<file path="config.mk">
export PLATFORM = sky130hd
export DESIGN_NAME = spl_top
export DESIGN_NICKNAME = d
export VERILOG_FILES = /design/src/spl_mem_pkg.sv /design/src/spl_csr_pkg.sv /design/src/spl_top.sv /design/src/wr_arbiter.sv /design/src/base_writer.sv /design/src/csr_file.sv
export VERILOG_INCLUDE_DIRS = /design/src
export SDC_FILE = /design/constraint.sdc
export NUM_CORES = 1
export LEC_CHECK = 0
export BUFFER_PORTS_ARGS = -buffer_cell sky130_fd_sc_hd__buf_2
export CAP_MARGIN = 20
export CORE_MARGIN = 10
export CORE_UTILIZATION = 26
export CTS_BUF_LIST = sky130_fd_sc_hd__clkbuf_16
export CTS_CLUSTER_SIZE = 24
export DETAILED_ROUTE_END_ITERATION = 10
export PLACE_DENSITY_LB_ADDON = 0.25
export SLEW_MARGIN = 20
export SYNTH_ARGS = -nofsm -noshare
export SYNTH_HDL_FRONTEND = slang
export SYNTH_SLANG_ARGS = --single-unit
</file>
<file path="constraint.sdc">
create_clock -name clk -period 12 [get_ports clk]
set_clock_uncertainty 0.05 [all_clocks]
set_input_delay 1.2 -clock clk [delete_from_list [all_inputs] [get_ports clk]]
set_output_delay 1.2 -clock clk [all_outputs]
set_load 0.01 [all_outputs]
</file>
<file path="src/spl_settings.svh">
`ifndef SPL_SETTINGS_SVH
`define SPL_SETTINGS_SVH

// Address bits 13:6 select the register group
`define SPL_CSR_GROUP   8'h10
`define AFU_CSR_GROUP   8'h8a

`define SPL_DSM_BASEL   6'd0
`define SPL_DSM_BASEH   6'd1
`define SPL_CTX_BASEL   6'd2
`define SPL_CTX_BASEH   6'd3
`define SPL_CTRL        6'd4
`define SPL_SCRATCH     6'd63

`define AFU_DSM_BASEL   6'd0
`define AFU_DSM_BASEH   6'd1
`define AFU_CMD_OPCODE  6'd15
`define AFU_SCRATCH     6'd63

`define SPL_WR_CREDITS  4   // Credits held by the memory port after reset
`define SPL_SRC_TAG_W   2

`endif
</file>
<file path="src/spl_mem_pkg.sv">
`include "spl_settings.svh"

package spl_mem_pkg;

    // Which register group a memory write came from
    typedef enum logic [`SPL_SRC_TAG_W-1:0] {
        SRC_SPL_DSM = 2'd0,
        SRC_AFU_DSM = 2'd1,
        SRC_CTX     = 2'd2
    } mem_src_e;

    localparam int MEM_ADDR_BITS = 32;  // Cache-line address, not a byte address
    localparam int MEM_DATA_BITS = 64;
    localparam int NUM_SRC       = 3;

    // One write on the outgoing memory port
    typedef struct packed {
        logic [MEM_ADDR_BITS-1:0] addr;
        logic [MEM_DATA_BITS-1:0] data;
        mem_src_e                 src;
    } mem_wr_req_t;

    typedef logic [NUM_SRC-1:0] src_mask_t;

    localparam int MEM_WR_REQ_BITS = $bits(mem_wr_req_t);

endpackage

</file>
<file path="src/spl_csr_pkg.sv">
package spl_csr_pkg;

    // One host write into the CSR space, no read path
    typedef struct packed {
        logic        valid;
        logic [13:0] addr;  // Bits 13:6 group, bits 5:0 offset
        logic [31:0] data;
    } csr_wr_t;

    // System status record written to the DSM base
    typedef struct packed {
        logic [22:0] rsvd;
        logic        enable;
        logic [7:0]  prog_count;  // Number of DSM base programs so far
        logic [31:0] scratch;
    } spl_dsm_rec_t;

    // Accelerator status record written to the accelerator DSM base
    typedef struct packed {
        logic [31:0] opcode;
        logic [31:0] scratch;
    } afu_dsm_rec_t;

    // Context header written to the context base
    typedef struct packed {
        logic [30:0] rsvd;
        logic        enable;
        logic [31:0] seq_count;
    } ctx_hdr_rec_t;

    // Every record fills exactly one 64-bit data word of a memory write
    localparam int REC_BITS = 64;

    typedef logic [REC_BITS-1:0] rec_word_t;

    localparam int SPL_DSM_REC_BITS = $bits(spl_dsm_rec_t);
    localparam int AFU_DSM_REC_BITS = $bits(afu_dsm_rec_t);
    localparam int CTX_HDR_REC_BITS = $bits(ctx_hdr_rec_t);

endpackage

</file>
<file path="src/spl_top.sv">
module spl_top
    import spl_csr_pkg::*;
    import spl_mem_pkg::*;
(
    input  logic        clk,
    input  logic        reset_n,
    input  csr_wr_t     csr_wr,
    output logic        spl_reset,
    output logic        spl_enable,
    output logic        mem_wr_valid,
    output mem_wr_req_t mem_wr,
    input  logic        credit_ret
);

    logic              spl_dsm_valid;
    logic [31:0]       spl_dsm_base;
    spl_dsm_rec_t      spl_dsm_rec;
    logic              spl_dsm_done;
    logic              afu_dsm_valid;
    logic [31:0]       afu_dsm_base;
    afu_dsm_rec_t      afu_dsm_rec;
    logic              afu_dsm_done;
    logic              ctx_valid;
    logic [31:0]       ctx_base;
    ctx_hdr_rec_t      ctx_rec;
    logic              ctx_done;
    logic [2:0]        wr_req_valid;
    mem_wr_req_t [2:0] wr_req;
    logic [2:0]        wr_grant;

    csr_file u_csr_file (
        .clk           (clk),
        .reset_n       (reset_n),
        .csr_wr        (csr_wr),
        .spl_reset     (spl_reset),
        .spl_enable    (spl_enable),
        .spl_dsm_valid (spl_dsm_valid),
        .spl_dsm_base  (spl_dsm_base),
        .spl_dsm_rec   (spl_dsm_rec),
        .spl_dsm_done  (spl_dsm_done),
        .afu_dsm_valid (afu_dsm_valid),
        .afu_dsm_base  (afu_dsm_base),
        .afu_dsm_rec   (afu_dsm_rec),
        .afu_dsm_done  (afu_dsm_done),
        .ctx_valid     (ctx_valid),
        .ctx_base      (ctx_base),
        .ctx_rec       (ctx_rec),
        .ctx_done      (ctx_done)
    );

    // Writer index matches the source tag value
    base_writer #(.payload_t(spl_dsm_rec_t)) u_spl_dsm_writer (
        .clk (clk), .reset_n (reset_n), .base_valid (spl_dsm_valid),
        .base (spl_dsm_base), .payload (spl_dsm_rec), .src (SRC_SPL_DSM),
        .done (spl_dsm_done), .req_valid (wr_req_valid[0]), .req (wr_req[0]),
        .grant (wr_grant[0])
    );

    base_writer #(.payload_t(afu_dsm_rec_t)) u_afu_dsm_writer (
        .clk (clk), .reset_n (reset_n), .base_valid (afu_dsm_valid),
        .base (afu_dsm_base), .payload (afu_dsm_rec), .src (SRC_AFU_DSM),
        .done (afu_dsm_done), .req_valid (wr_req_valid[1]), .req (wr_req[1]),
        .grant (wr_grant[1])
    );

    base_writer #(.payload_t(ctx_hdr_rec_t)) u_ctx_writer (
        .clk (clk), .reset_n (reset_n), .base_valid (ctx_valid),
        .base (ctx_base), .payload (ctx_rec), .src (SRC_CTX),
        .done (ctx_done), .req_valid (wr_req_valid[2]), .req (wr_req[2]),
        .grant (wr_grant[2])
    );

    wr_arbiter u_wr_arbiter (
        .clk          (clk),
        .reset_n      (reset_n),
        .req_valid    (wr_req_valid),
        .req          (wr_req),
        .grant        (wr_grant),
        .mem_wr_valid (mem_wr_valid),
        .mem_wr       (mem_wr),
        .credit_ret   (credit_ret)
    );

endmodule

</file>
<file path="src/wr_arbiter.sv">
`include "spl_settings.svh"

module wr_arbiter
    import spl_mem_pkg::*;
(
    input  logic              clk,
    input  logic              reset_n,
    input  logic [2:0]        req_valid,
    input  mem_wr_req_t [2:0] req,
    output logic [2:0]        grant,
    output logic              mem_wr_valid,
    output mem_wr_req_t       mem_wr,
    input  logic              credit_ret
);

    localparam int CREDIT_W = $clog2(`SPL_WR_CREDITS + 1);
    localparam logic [CREDIT_W-1:0] CREDIT_MAX = CREDIT_W'(`SPL_WR_CREDITS);

    logic [CREDIT_W-1:0] credits;
    logic [1:0]          last;  // Source granted most recently
    logic [1:0]          sel;
    logic                found;
    logic                send;

    // Search starts one past the last winner so every source gets a turn
    always_comb begin : pick
        logic [1:0] idx;
        found = 1'b0;
        sel   = last;
        for (int i = 1; i <= 3; i++) begin
            idx = 2'((int'(last) + i) % 3);
            if (!found && req_valid[idx]) begin
                found = 1'b1;
                sel   = idx;
            end
        end
    end

    assign send  = found && (credits != '0);
    assign grant = send ? (3'b001 << sel) : 3'b000;

    always_ff @(posedge clk) begin
        if (!reset_n) begin
            credits      <= CREDIT_MAX;
            last         <= 2'd2;  // Source 0 wins the first round
            mem_wr_valid <= 1'b0;
        end else begin
            mem_wr_valid <= send;
            if (send) begin
                last <= sel;
            end
            case ({send, credit_ret})
                2'b10:   credits <= credits - 1'b1;
                2'b01:   credits <= credits + 1'b1;
                default: ;
            endcase
        end
    end

    always_ff @(posedge clk) begin
        if (send) begin
            mem_wr <= req[sel];
        end
    end

    // The memory side must not return more credits than it was given
    a_credit_range: assert property (@(posedge clk) disable iff (!reset_n)
        credits <= CREDIT_MAX);

endmodule

</file>
<file path="src/base_writer.sv">
module base_writer
    import spl_mem_pkg::*;
#(
    parameter type payload_t = logic [63:0]
)
(
    input  logic        clk,
    input  logic        reset_n,
    input  logic        base_valid,
    input  logic [31:0] base,
    input  payload_t    payload,
    input  mem_src_e    src,
    output logic        done,
    output logic        req_valid,
    output mem_wr_req_t req,
    input  logic        grant
);

    mem_wr_req_t req_q;
    payload_t    payload_q;
    logic [31:0] base_q;
    mem_src_e    src_q;

    // Take the base as soon as the single slot is free
    assign done = base_valid && !req_valid;

    always_ff @(posedge clk) begin
        if (!reset_n) begin
            req_valid <= 1'b0;
        end else if (done) begin
            req_valid <= 1'b1;
        end else if (grant) begin
            req_valid <= 1'b0;  // Arbiter has copied the request out
        end
    end

    always_ff @(posedge clk) begin
        if (done) begin
            base_q    <= base;
            payload_q <= payload;
            src_q     <= src;
        end
    end

    // The record is packed straight into the data word of the request
    always_comb begin
        req_q      = '0;
        req_q.addr = base_q;
        req_q.data = payload_q;
        req_q.src  = src_q;
    end

    assign req = req_q;

    // The arbiter must never grant an empty writer
    a_grant_when_pending: assert property (@(posedge clk) disable iff (!reset_n)
        grant |-> req_valid);

endmodule

</file>
<file path="src/csr_file.sv">
`include "spl_settings.svh"

module csr_file
    import spl_csr_pkg::*;
(
    input  logic         clk,
    input  logic         reset_n,
    input  csr_wr_t      csr_wr,
    output logic         spl_reset,
    output logic         spl_enable,
    output logic         spl_dsm_valid,
    output logic [31:0]  spl_dsm_base,
    output spl_dsm_rec_t spl_dsm_rec,
    input  logic         spl_dsm_done,
    output logic         afu_dsm_valid,
    output logic [31:0]  afu_dsm_base,
    output afu_dsm_rec_t afu_dsm_rec,
    input  logic         afu_dsm_done,
    output logic         ctx_valid,
    output logic [31:0]  ctx_base,
    output ctx_hdr_rec_t ctx_rec,
    input  logic         ctx_done
);

    logic        spl_hit;
    logic        afu_hit;
    logic [5:0]  offset;
    logic [5:0]  spl_dsm_hi;
    logic [5:0]  afu_dsm_hi;
    logic [5:0]  ctx_hi;
    logic [31:0] spl_scratch;
    logic [31:0] afu_scratch;
    logic [31:0] afu_opcode;
    logic [7:0]  spl_dsm_cnt;
    logic [31:0] ctx_seq;
    logic        spl_dsm_load;
    logic        afu_dsm_load;
    logic        ctx_load;
    logic [2:0]  valid_vec;
    logic [2:0]  done_vec;

    assign spl_hit = csr_wr.valid && (csr_wr.addr[13:6] == `SPL_CSR_GROUP);
    assign afu_hit = csr_wr.valid && (csr_wr.addr[13:6] == `AFU_CSR_GROUP);
    assign offset  = csr_wr.addr[5:0];

    // A low-half write starts a handover unless the previous base is still pending
    assign spl_dsm_load = spl_hit && (offset == `SPL_DSM_BASEL) && !spl_dsm_valid;
    assign ctx_load     = spl_hit && (offset == `SPL_CTX_BASEL) && !ctx_valid;
    assign afu_dsm_load = afu_hit && (offset == `AFU_DSM_BASEL) && !afu_dsm_valid;

    always_ff @(posedge clk) begin
        if (!reset_n) begin
            spl_reset     <= 1'b0;
            spl_enable    <= 1'b0;
            spl_dsm_valid <= 1'b0;
            afu_dsm_valid <= 1'b0;
            ctx_valid     <= 1'b0;
            spl_dsm_hi    <= '0;
            afu_dsm_hi    <= '0;
            ctx_hi        <= '0;
            spl_scratch   <= '0;
            afu_scratch   <= '0;
            afu_opcode    <= '0;
            spl_dsm_cnt   <= '0;
            ctx_seq       <= '0;
        end else begin
            spl_reset <= 1'b0;  // Pulse lasts one cycle
            if (spl_dsm_done) begin
                spl_dsm_valid <= 1'b0;
                spl_dsm_hi    <= '0;
            end
            if (afu_dsm_done) begin
                afu_dsm_valid <= 1'b0;
                afu_dsm_hi    <= '0;
            end
            if (ctx_done) begin
                ctx_valid <= 1'b0;
            end
            if (spl_dsm_load) begin
                spl_dsm_valid <= 1'b1;
                spl_dsm_cnt   <= spl_dsm_cnt + 8'd1;
            end
            if (afu_dsm_load) begin
                afu_dsm_valid <= 1'b1;
            end
            if (ctx_load) begin
                ctx_valid <= 1'b1;
                ctx_seq   <= ctx_seq + 32'd1;
            end
            if (spl_hit) begin
                case (offset)
                    `SPL_DSM_BASEH: spl_dsm_hi  <= csr_wr.data[5:0];
                    `SPL_CTX_BASEH: ctx_hi      <= csr_wr.data[5:0];
                    `SPL_SCRATCH:   spl_scratch <= csr_wr.data;
                    `SPL_CTRL: begin
                        spl_reset  <= csr_wr.data[0];
                        spl_enable <= csr_wr.data[1];
                    end
                    default: ;
                endcase
            end
            if (afu_hit) begin
                case (offset)
                    `AFU_DSM_BASEH:  afu_dsm_hi  <= csr_wr.data[5:0];
                    `AFU_CMD_OPCODE: afu_opcode  <= csr_wr.data;
                    `AFU_SCRATCH:    afu_scratch <= csr_wr.data;
                    default: ;
                endcase
            end
        end
    end

    // Base and record are frozen together so the writer sees one consistent snapshot
    always_ff @(posedge clk) begin
        if (spl_dsm_load) begin
            spl_dsm_base           <= {spl_dsm_hi, csr_wr.data[31:6]};
            spl_dsm_rec.rsvd       <= '0;
            spl_dsm_rec.enable     <= spl_enable;
            spl_dsm_rec.prog_count <= spl_dsm_cnt + 8'd1;
            spl_dsm_rec.scratch    <= spl_scratch;
        end
        if (afu_dsm_load) begin
            afu_dsm_base        <= {afu_dsm_hi, csr_wr.data[31:6]};
            afu_dsm_rec.opcode  <= afu_opcode;
            afu_dsm_rec.scratch <= afu_scratch;
        end
        if (ctx_load) begin
            ctx_base          <= {ctx_hi, csr_wr.data[31:6]};
            ctx_rec.rsvd      <= '0;
            ctx_rec.enable    <= spl_enable;
            ctx_rec.seq_count <= ctx_seq + 32'd1;
        end
    end

    assign valid_vec = {ctx_valid, afu_dsm_valid, spl_dsm_valid};
    assign done_vec  = {ctx_done, afu_dsm_done, spl_dsm_done};

    // A pending base only drops once its writer has taken it
    a_valid_until_done: assert property (@(posedge clk) disable iff (!reset_n)
        $past(reset_n) |-> (($past(valid_vec) & ~valid_vec & ~$past(done_vec)) == 3'b000));

endmodule

</file>
---- Word level (Yosys, flattened, before mapping) ----
Cells that the tools add are included.
storage, ports and cells
  output and inout port bits .............. 101
  bits in registers ....................... 734
  input port bits ......................... 50
  word-level logic and storage cells ...... 138
cells by class
  reduce and logical (&&, ||, !) cells .... 37
  $add $sub $neg .......................... 7
  magnitude comparators ................... 4
  div/mod/pow operators ................... 3
  muxes and demuxes ....................... 34
  shift operators ......................... 1
  equality and inequality tests ........... 10
operators by type and width
  operator                 number
  $bmux W98 S2             1
  $mux W98                 1
  $mod A32 B3 Y32 const B  3
  $mux W6                  6
  $add A32 B1 Y32 const B  1
  $mux W1                  18
  $logic_and A1 B1 Y1      14
  $reduce_bool A2 Y1       7
  $eq A6 B2 Y1 const B     2
  $lt A2 B3 Y1 const B     4
  $reduce_and A2 Y1        5
  $add A8 B1 Y8 const B    1
  $eq A8 B5 Y1 const B     1
  $eq A8 B8 Y1 const B     1
  $logic_not A1 Y1         8
  $add A2 B2 Y3 const B    2
  $bmux W1 S2              3
  $eq A6 B1 Y1 const B     1
  $eq A6 B3 Y1 const B     1
  $eq A6 B4 Y1 const B     1
  $eq A6 B6 Y1 const B     1
  $logic_not A6 Y1         1
  $mux W2                  3
  $pmux W3 S2              1
  other kinds (9)          9

---- Depth between registers and ports, before layout ----
  depth after elaboration ................. 15
  mapped depth ............................ 12
  mapped depth without buffers ............ 12

---- Hierarchy ----
A second synthesis with hierarchy kept.
unflattened totals
  cell total of the unflattened synthesis .. 1,827
  area total of the unflattened synthesis .. 28,584.9 µm²
modules (own cells, without submodules)
  module       area an instance (µm²)  sequential area each (µm²)  times used  cells each
  csr_file     14,051.0                10,209.8                    1           1,130
  base_writer  2,982.9                 2,962.8                     3           102
  wr_arbiter   5,577.8                 3,062.9                     1           389
  spl_top      7.5                     0.0                         1           2

---- Least setup slack after synthesis ----
No wires, ideal clock.
  path kind ............................... input to register
  from .................................... input port csr_wr[38] (netlist name)
  to ...................................... register u_csr_file.afu_dsm_base[0], enable pin
  data required time ...................... 11,160 ps
  library setup time ...................... 790 ps
  path buffers ............................ 0
  cell stages on the path ................. 3
  arrival time ............................ 10,862 ps
  setup slack ............................. 298 ps
  path through ............................ nor4_4 nand3_1 nor4_1
between the ends
  cells in the longest elaborated chain, start to end .. 4
RTL lines
  element                           RTL line         text
  from (decl)                       spl_top.sv:7     input csr_wr_t csr_wr,
  $eq A8 B8 Y1 (no line)            --
  $logic_and A1 B1 Y1               csr_file.sv:43   assign afu_hit = csr_wr.valid && (csr_wr.addr[13:6] == `AFU_CSR_GROUP);
  $logic_and A1 B1 Y1 (2 in a row)  csr_file.sv:49   assign afu_dsm_load = afu_hit && (offset == `AFU_DSM_BASEL) && !afu_dsm_valid;
  via u_csr_file.afu_dsm_load       csr_file.sv:37   logic afu_dsm_load;
  to (signal assigned)              csr_file.sv:123  afu_dsm_base <= {afu_dsm_hi, csr_wr.data[31:6]};
  to (decl)                         csr_file.sv:16   output logic [31:0] afu_dsm_base,
The timed path passes the listed nets, and every way through them passes these cells.
A chain may end at the register's enable or synchronous reset.

---- Worst setup path in the final report ----
  from .................................... input port csr_wr[39] (netlist name)
  to ...................................... register u_csr_file.ctx_seq[31]
between the ends
  cells in the longest elaborated chain, start to end .. 4
RTL lines
  element                           RTL line        text
  $eq A8 B5 Y1 (no line)            --
  $logic_and A1 B1 Y1               csr_file.sv:42  assign spl_hit = csr_wr.valid && (csr_wr.addr[13:6] == `SPL_CSR_GROUP);
  $logic_and A1 B1 Y1 (2 in a row)  csr_file.sv:48  assign ctx_load = spl_hit && (offset == `SPL_CTX_BASEL) && !ctx_valid;
  to (signal assigned)              csr_file.sv:88  ctx_seq <= ctx_seq + 32'd1;
  to (decl)                         csr_file.sv:35  logic [31:0] ctx_seq;
Every way passes these cells.

==> metrics.csv <==
metric;value;unit
last weighted congestion value of the routability-driven placer;0.723;
die outline area;112000;sq um
syn_area_per_cell;15.5;sq um
fill cell count;9623;
Iter 0 DRT Violations;748;
run status;finished, final reports clean;
distinct cell type count of the synthesized netlist;52;
setup TNS;0;ns
path class of the lowest-slack min-delay path;reg2reg;
number of hold-repair buffers added at the cts stage;0;
DP HPWL;35700;um
share of the yosys chip area belonging to registers;0.788;
final count of hold timing violations;0;
core footprint;98600;sq um
area occupied by registers;20400;sq um
Clk pin slew, worst setup/hold paths;0.06;ns
count of buffers added by post-CTS timing repair for setup;0;
Tightest Pin Transition;1.08;ns
top-level I/O count;151;
global-route wire length before repair;91900;um
proportion of layout cells with a drive suffix above 1;0.158;
Fin Hold WS;0.356;ns
total routing usage reported by global routing;0.107;
maximum clock frequency;0.238;GHz
endpoint kind of the worst setup timing path;flop;
fraction of the cycle the final worst path needs;0.349;
max-slew headroom at the worst pin;0.279;
number of port buffers;150;
maximum root-to-sink buffer count;3;
H-Tree Depth;3;
leading cell types in the layout, fill and taps excluded;sky130_fd_sc_hd__edfxtp_1, sky130_fd_sc_hd__nand2_1, sky130_fd_sc_hd__dfxtp_1;
worst voltage drop across the vdd grid;0.109;mV
DRT antenna net count;0;
final global-route overflow total;0;
largest net degree at the start of global routing;103;
DR vias;13800;
max-slew violation count;0;
total instance count after detailed placement;3039;
Net Count, Synth;1724;
post-synthesis register bit count;734;
number of global-route vias before repair;14300;
total standard cell area after synthesis;25800;sq um
number of nets in the final layout;1890;
crit-path max FO;72;
clock tree from TritonCTS;yes;
per-cell routed wire length;19.3;um
routed via count divided by cell count;4.33;
most common cell after layout, fill and taps aside;sky130_fd_sc_hd__edfxtp_1;
Final Non-Filler Cells;3183;
clock period minus worst slack;4.19;ns
number of sinks handled by clock tree synthesis;734;
worst endpoint required time;12.42;ns
setup repair after global routing missed its margin;no;
number of diodes;0;
Resize count post-CTS;0;
critical path data arrival time;4.61;ns
area of combinational cells with multiple inputs;5090;sq um
total design power;4.98;mW
Horiz. Die Dim;335;um
path type of the worst setup path;in2reg;
cell area power density;164;nW/um^2
standard-cell row count;115;
Setup crit start kind;input port;
total leakage power;10.5;nW
first-pass detailed-route iteration total;5;
final wirelength;61500;um
total of endpoints with negative setup slack in the final report;0;
Die Y;335;um
source-to-sink clock delay at the later pin of the worst-skew pair;0.62;ns
number of max-cap violations;0;
number of antenna violations at the first check in global routing;3;
root buf cell;sky130_fd_sc_hd__clkbuf_16;
starting utilization of the core area;0.262;
synthesized netlist cell count;1666;
TritonCTS buffer count;78;
DRC violations left;0;
area growth from synthesis to final layout;17.8;%
warnings from Yosys;0;
[sequential cells by signal, indices dropped and copies added, names as in the netlist, 3 cells and up]
name                     flops
u_csr_file.afu_dsm_rec      64
u_csr_file.ctx_base         32
u_ctx_writer.req            33
u_csr_file.spl_scratch      32
u_csr_file.spl_dsm_base     32
u_wr_arbiter.mem_wr         98
u_csr_file.ctx_rec          33
u_csr_file.afu_opcode       32
u_ctx_writer.base_q         32
u_csr_file.ctx_hi            6
u_spl_dsm_writer.base_q     32
u_csr_file.spl_dsm_rec      41
u_afu_dsm_writer.req        64
u_csr_file.ctx_seq          32
u_csr_file.spl_dsm_hi        6
u_csr_file.afu_dsm_base     32
u_csr_file.afu_scratch      32
u_csr_file.spl_dsm_cnt       8
u_afu_dsm_writer.base_q     32
u_spl_dsm_writer.req        41
u_csr_file.afu_dsm_hi        6
u_wr_arbiter.credits         3
[power breakdown]
part | total [mW] | internal [mW] | leakage, nW | switching (mW)
Combinational | 0.0424 | 0.0101 | 2.10 | 0.0323
Sequential | 2.71 | 2.70 | 7.12 | 0.00135
Clock | 2.23 | 1.27 | 1.27 | 0.958
Total | 4.98 | 3.99 | 10.5 | 0.991
[worst paths after layout]
| kind | end | depth (start not counted) | slack [ns] | startpoint |
|---|---|---|---|---|
| worst max-delay path | u_csr_file.ctx_seq[31] | 9 | 7.81 | csr_wr[39] |
| worst min-delay path | u_spl_dsm_writer.req[29] | 0 | 0.36 | u_csr_file.spl_dsm_rec[27] |
| worst max register to register | u_wr_arbiter.mem_wr[21] | 10 | 7.93 | u_wr_arbiter.last[0] |
| worst min register to register | u_spl_dsm_writer.req[29] | 0 | 0.36 | u_csr_file.spl_dsm_rec[27] |
[synthesized netlist by cell type, drive strengths merged]
master / number / share of area
a21oi: 120 / 0.023
a2bb2oi: 3 / 0.0017
and2: 4 / 0.00097
and3: 25 / 0.0061
and4: 8 / 0.0027
and4b: 1 / 0.00039
buf: 30 / 0.0073
clkbuf: 56 / 0.0082
clkinv: 1 / 0.00019
dfxtp: 168 / 0.13
edfxtp: 566 / 0.66
fa: 1 / 0.00077
ha: 7 / 0.0034
inv: 12 / 0.0017
mux2i: 84 / 0.033
nand2: 244 / 0.035
nand2b: 4 / 0.00097
nand3: 33 / 0.0064
nand3b: 2 / 0.00058
nand4: 15 / 0.0039
nor2: 74 / 0.011
nor2b: 13 / 0.0031
nor3: 12 / 0.0031
nor3b: 1 / 0.00029
nor4: 12 / 0.0037
nor4b: 1 / 0.00058
o2111ai: 2 / 0.00068
o211ai: 2 / 0.00058
o21a: 2 / 0.00058
o21ai: 13 / 0.0025
o22ai: 1 / 0.00024
o2bb2ai: 65 / 0.022
o32ai: 1 / 0.00034
or2: 3 / 0.00073
or3: 8 / 0.0019
or4: 1 / 0.00029
or4b: 1 / 0.00039
xnor2: 28 / 0.0095
xor2: 42 / 0.014
[metrics by stage]
stage / cell area, sq um / setup WS (ns) / utilization
CTS: 30400 / 7.78 / 0.309
global placement: 28100 / 7.26 / 0.285
finish: 30400 / 7.81 / 0.309
global route: 30400 / 7.48 / 0.309
detailed placement: 28100 / 7.11 / 0.285
floorplan: 25800 / 0.298 / -
[cell type report]
class,count,share of cell area
clock inverter,64,0.0123
multi-input combinational,833,0.167
inverter,13,0.00218
timing repair buffer,172,0.0305
tap,1287,0.0529
sequential,734,0.669
clock buffer,80,0.0658
[metal layers]
layer,GRT usage,routed length [um],vias up
met1,0.134,26500,6918
met3,0.0221,3270,87
met2,0.186,30700,321
met4,0.0311,1100,4
li1,-,-,6467
met5,0,26,-
[worst max-delay path, cell delays in order]
cell                      delay, ns
sky130_fd_sc_hd__buf_2         0.11
sky130_fd_sc_hd__nor4b_2       0.35
sky130_fd_sc_hd__nand4_2       0.26
sky130_fd_sc_hd__or4b_1        0.94
sky130_fd_sc_hd__inv_4         0.39
sky130_fd_sc_hd__buf_4         0.83
sky130_fd_sc_hd__nand4_1       0.22
sky130_fd_sc_hd__xor2_1        0.21
sky130_fd_sc_hd__nor2_1        0.05
[logic make-up (layout without fill, tap and decap cells)]
| kind of cell | after synthesis | after routing | synth area share |
|---|---|---|---|
| buffers and inverters | 99 | 329 | 0.0174 |
| AOI/OAI and AO/OA | 209 | 209 | 0.0519 |
| DFF | 734 | 734 | 0.788 |
| adders and majority gates | 8 | 8 | 0.00416 |
| and+or+nand+nor | 462 | 462 | 0.0825 |
| muxes | 84 | 84 | 0.0325 |
| xor gates and xnor gates | 70 | 70 | 0.0237 |
Note: power is estimated with default switching activity, not from simulation.
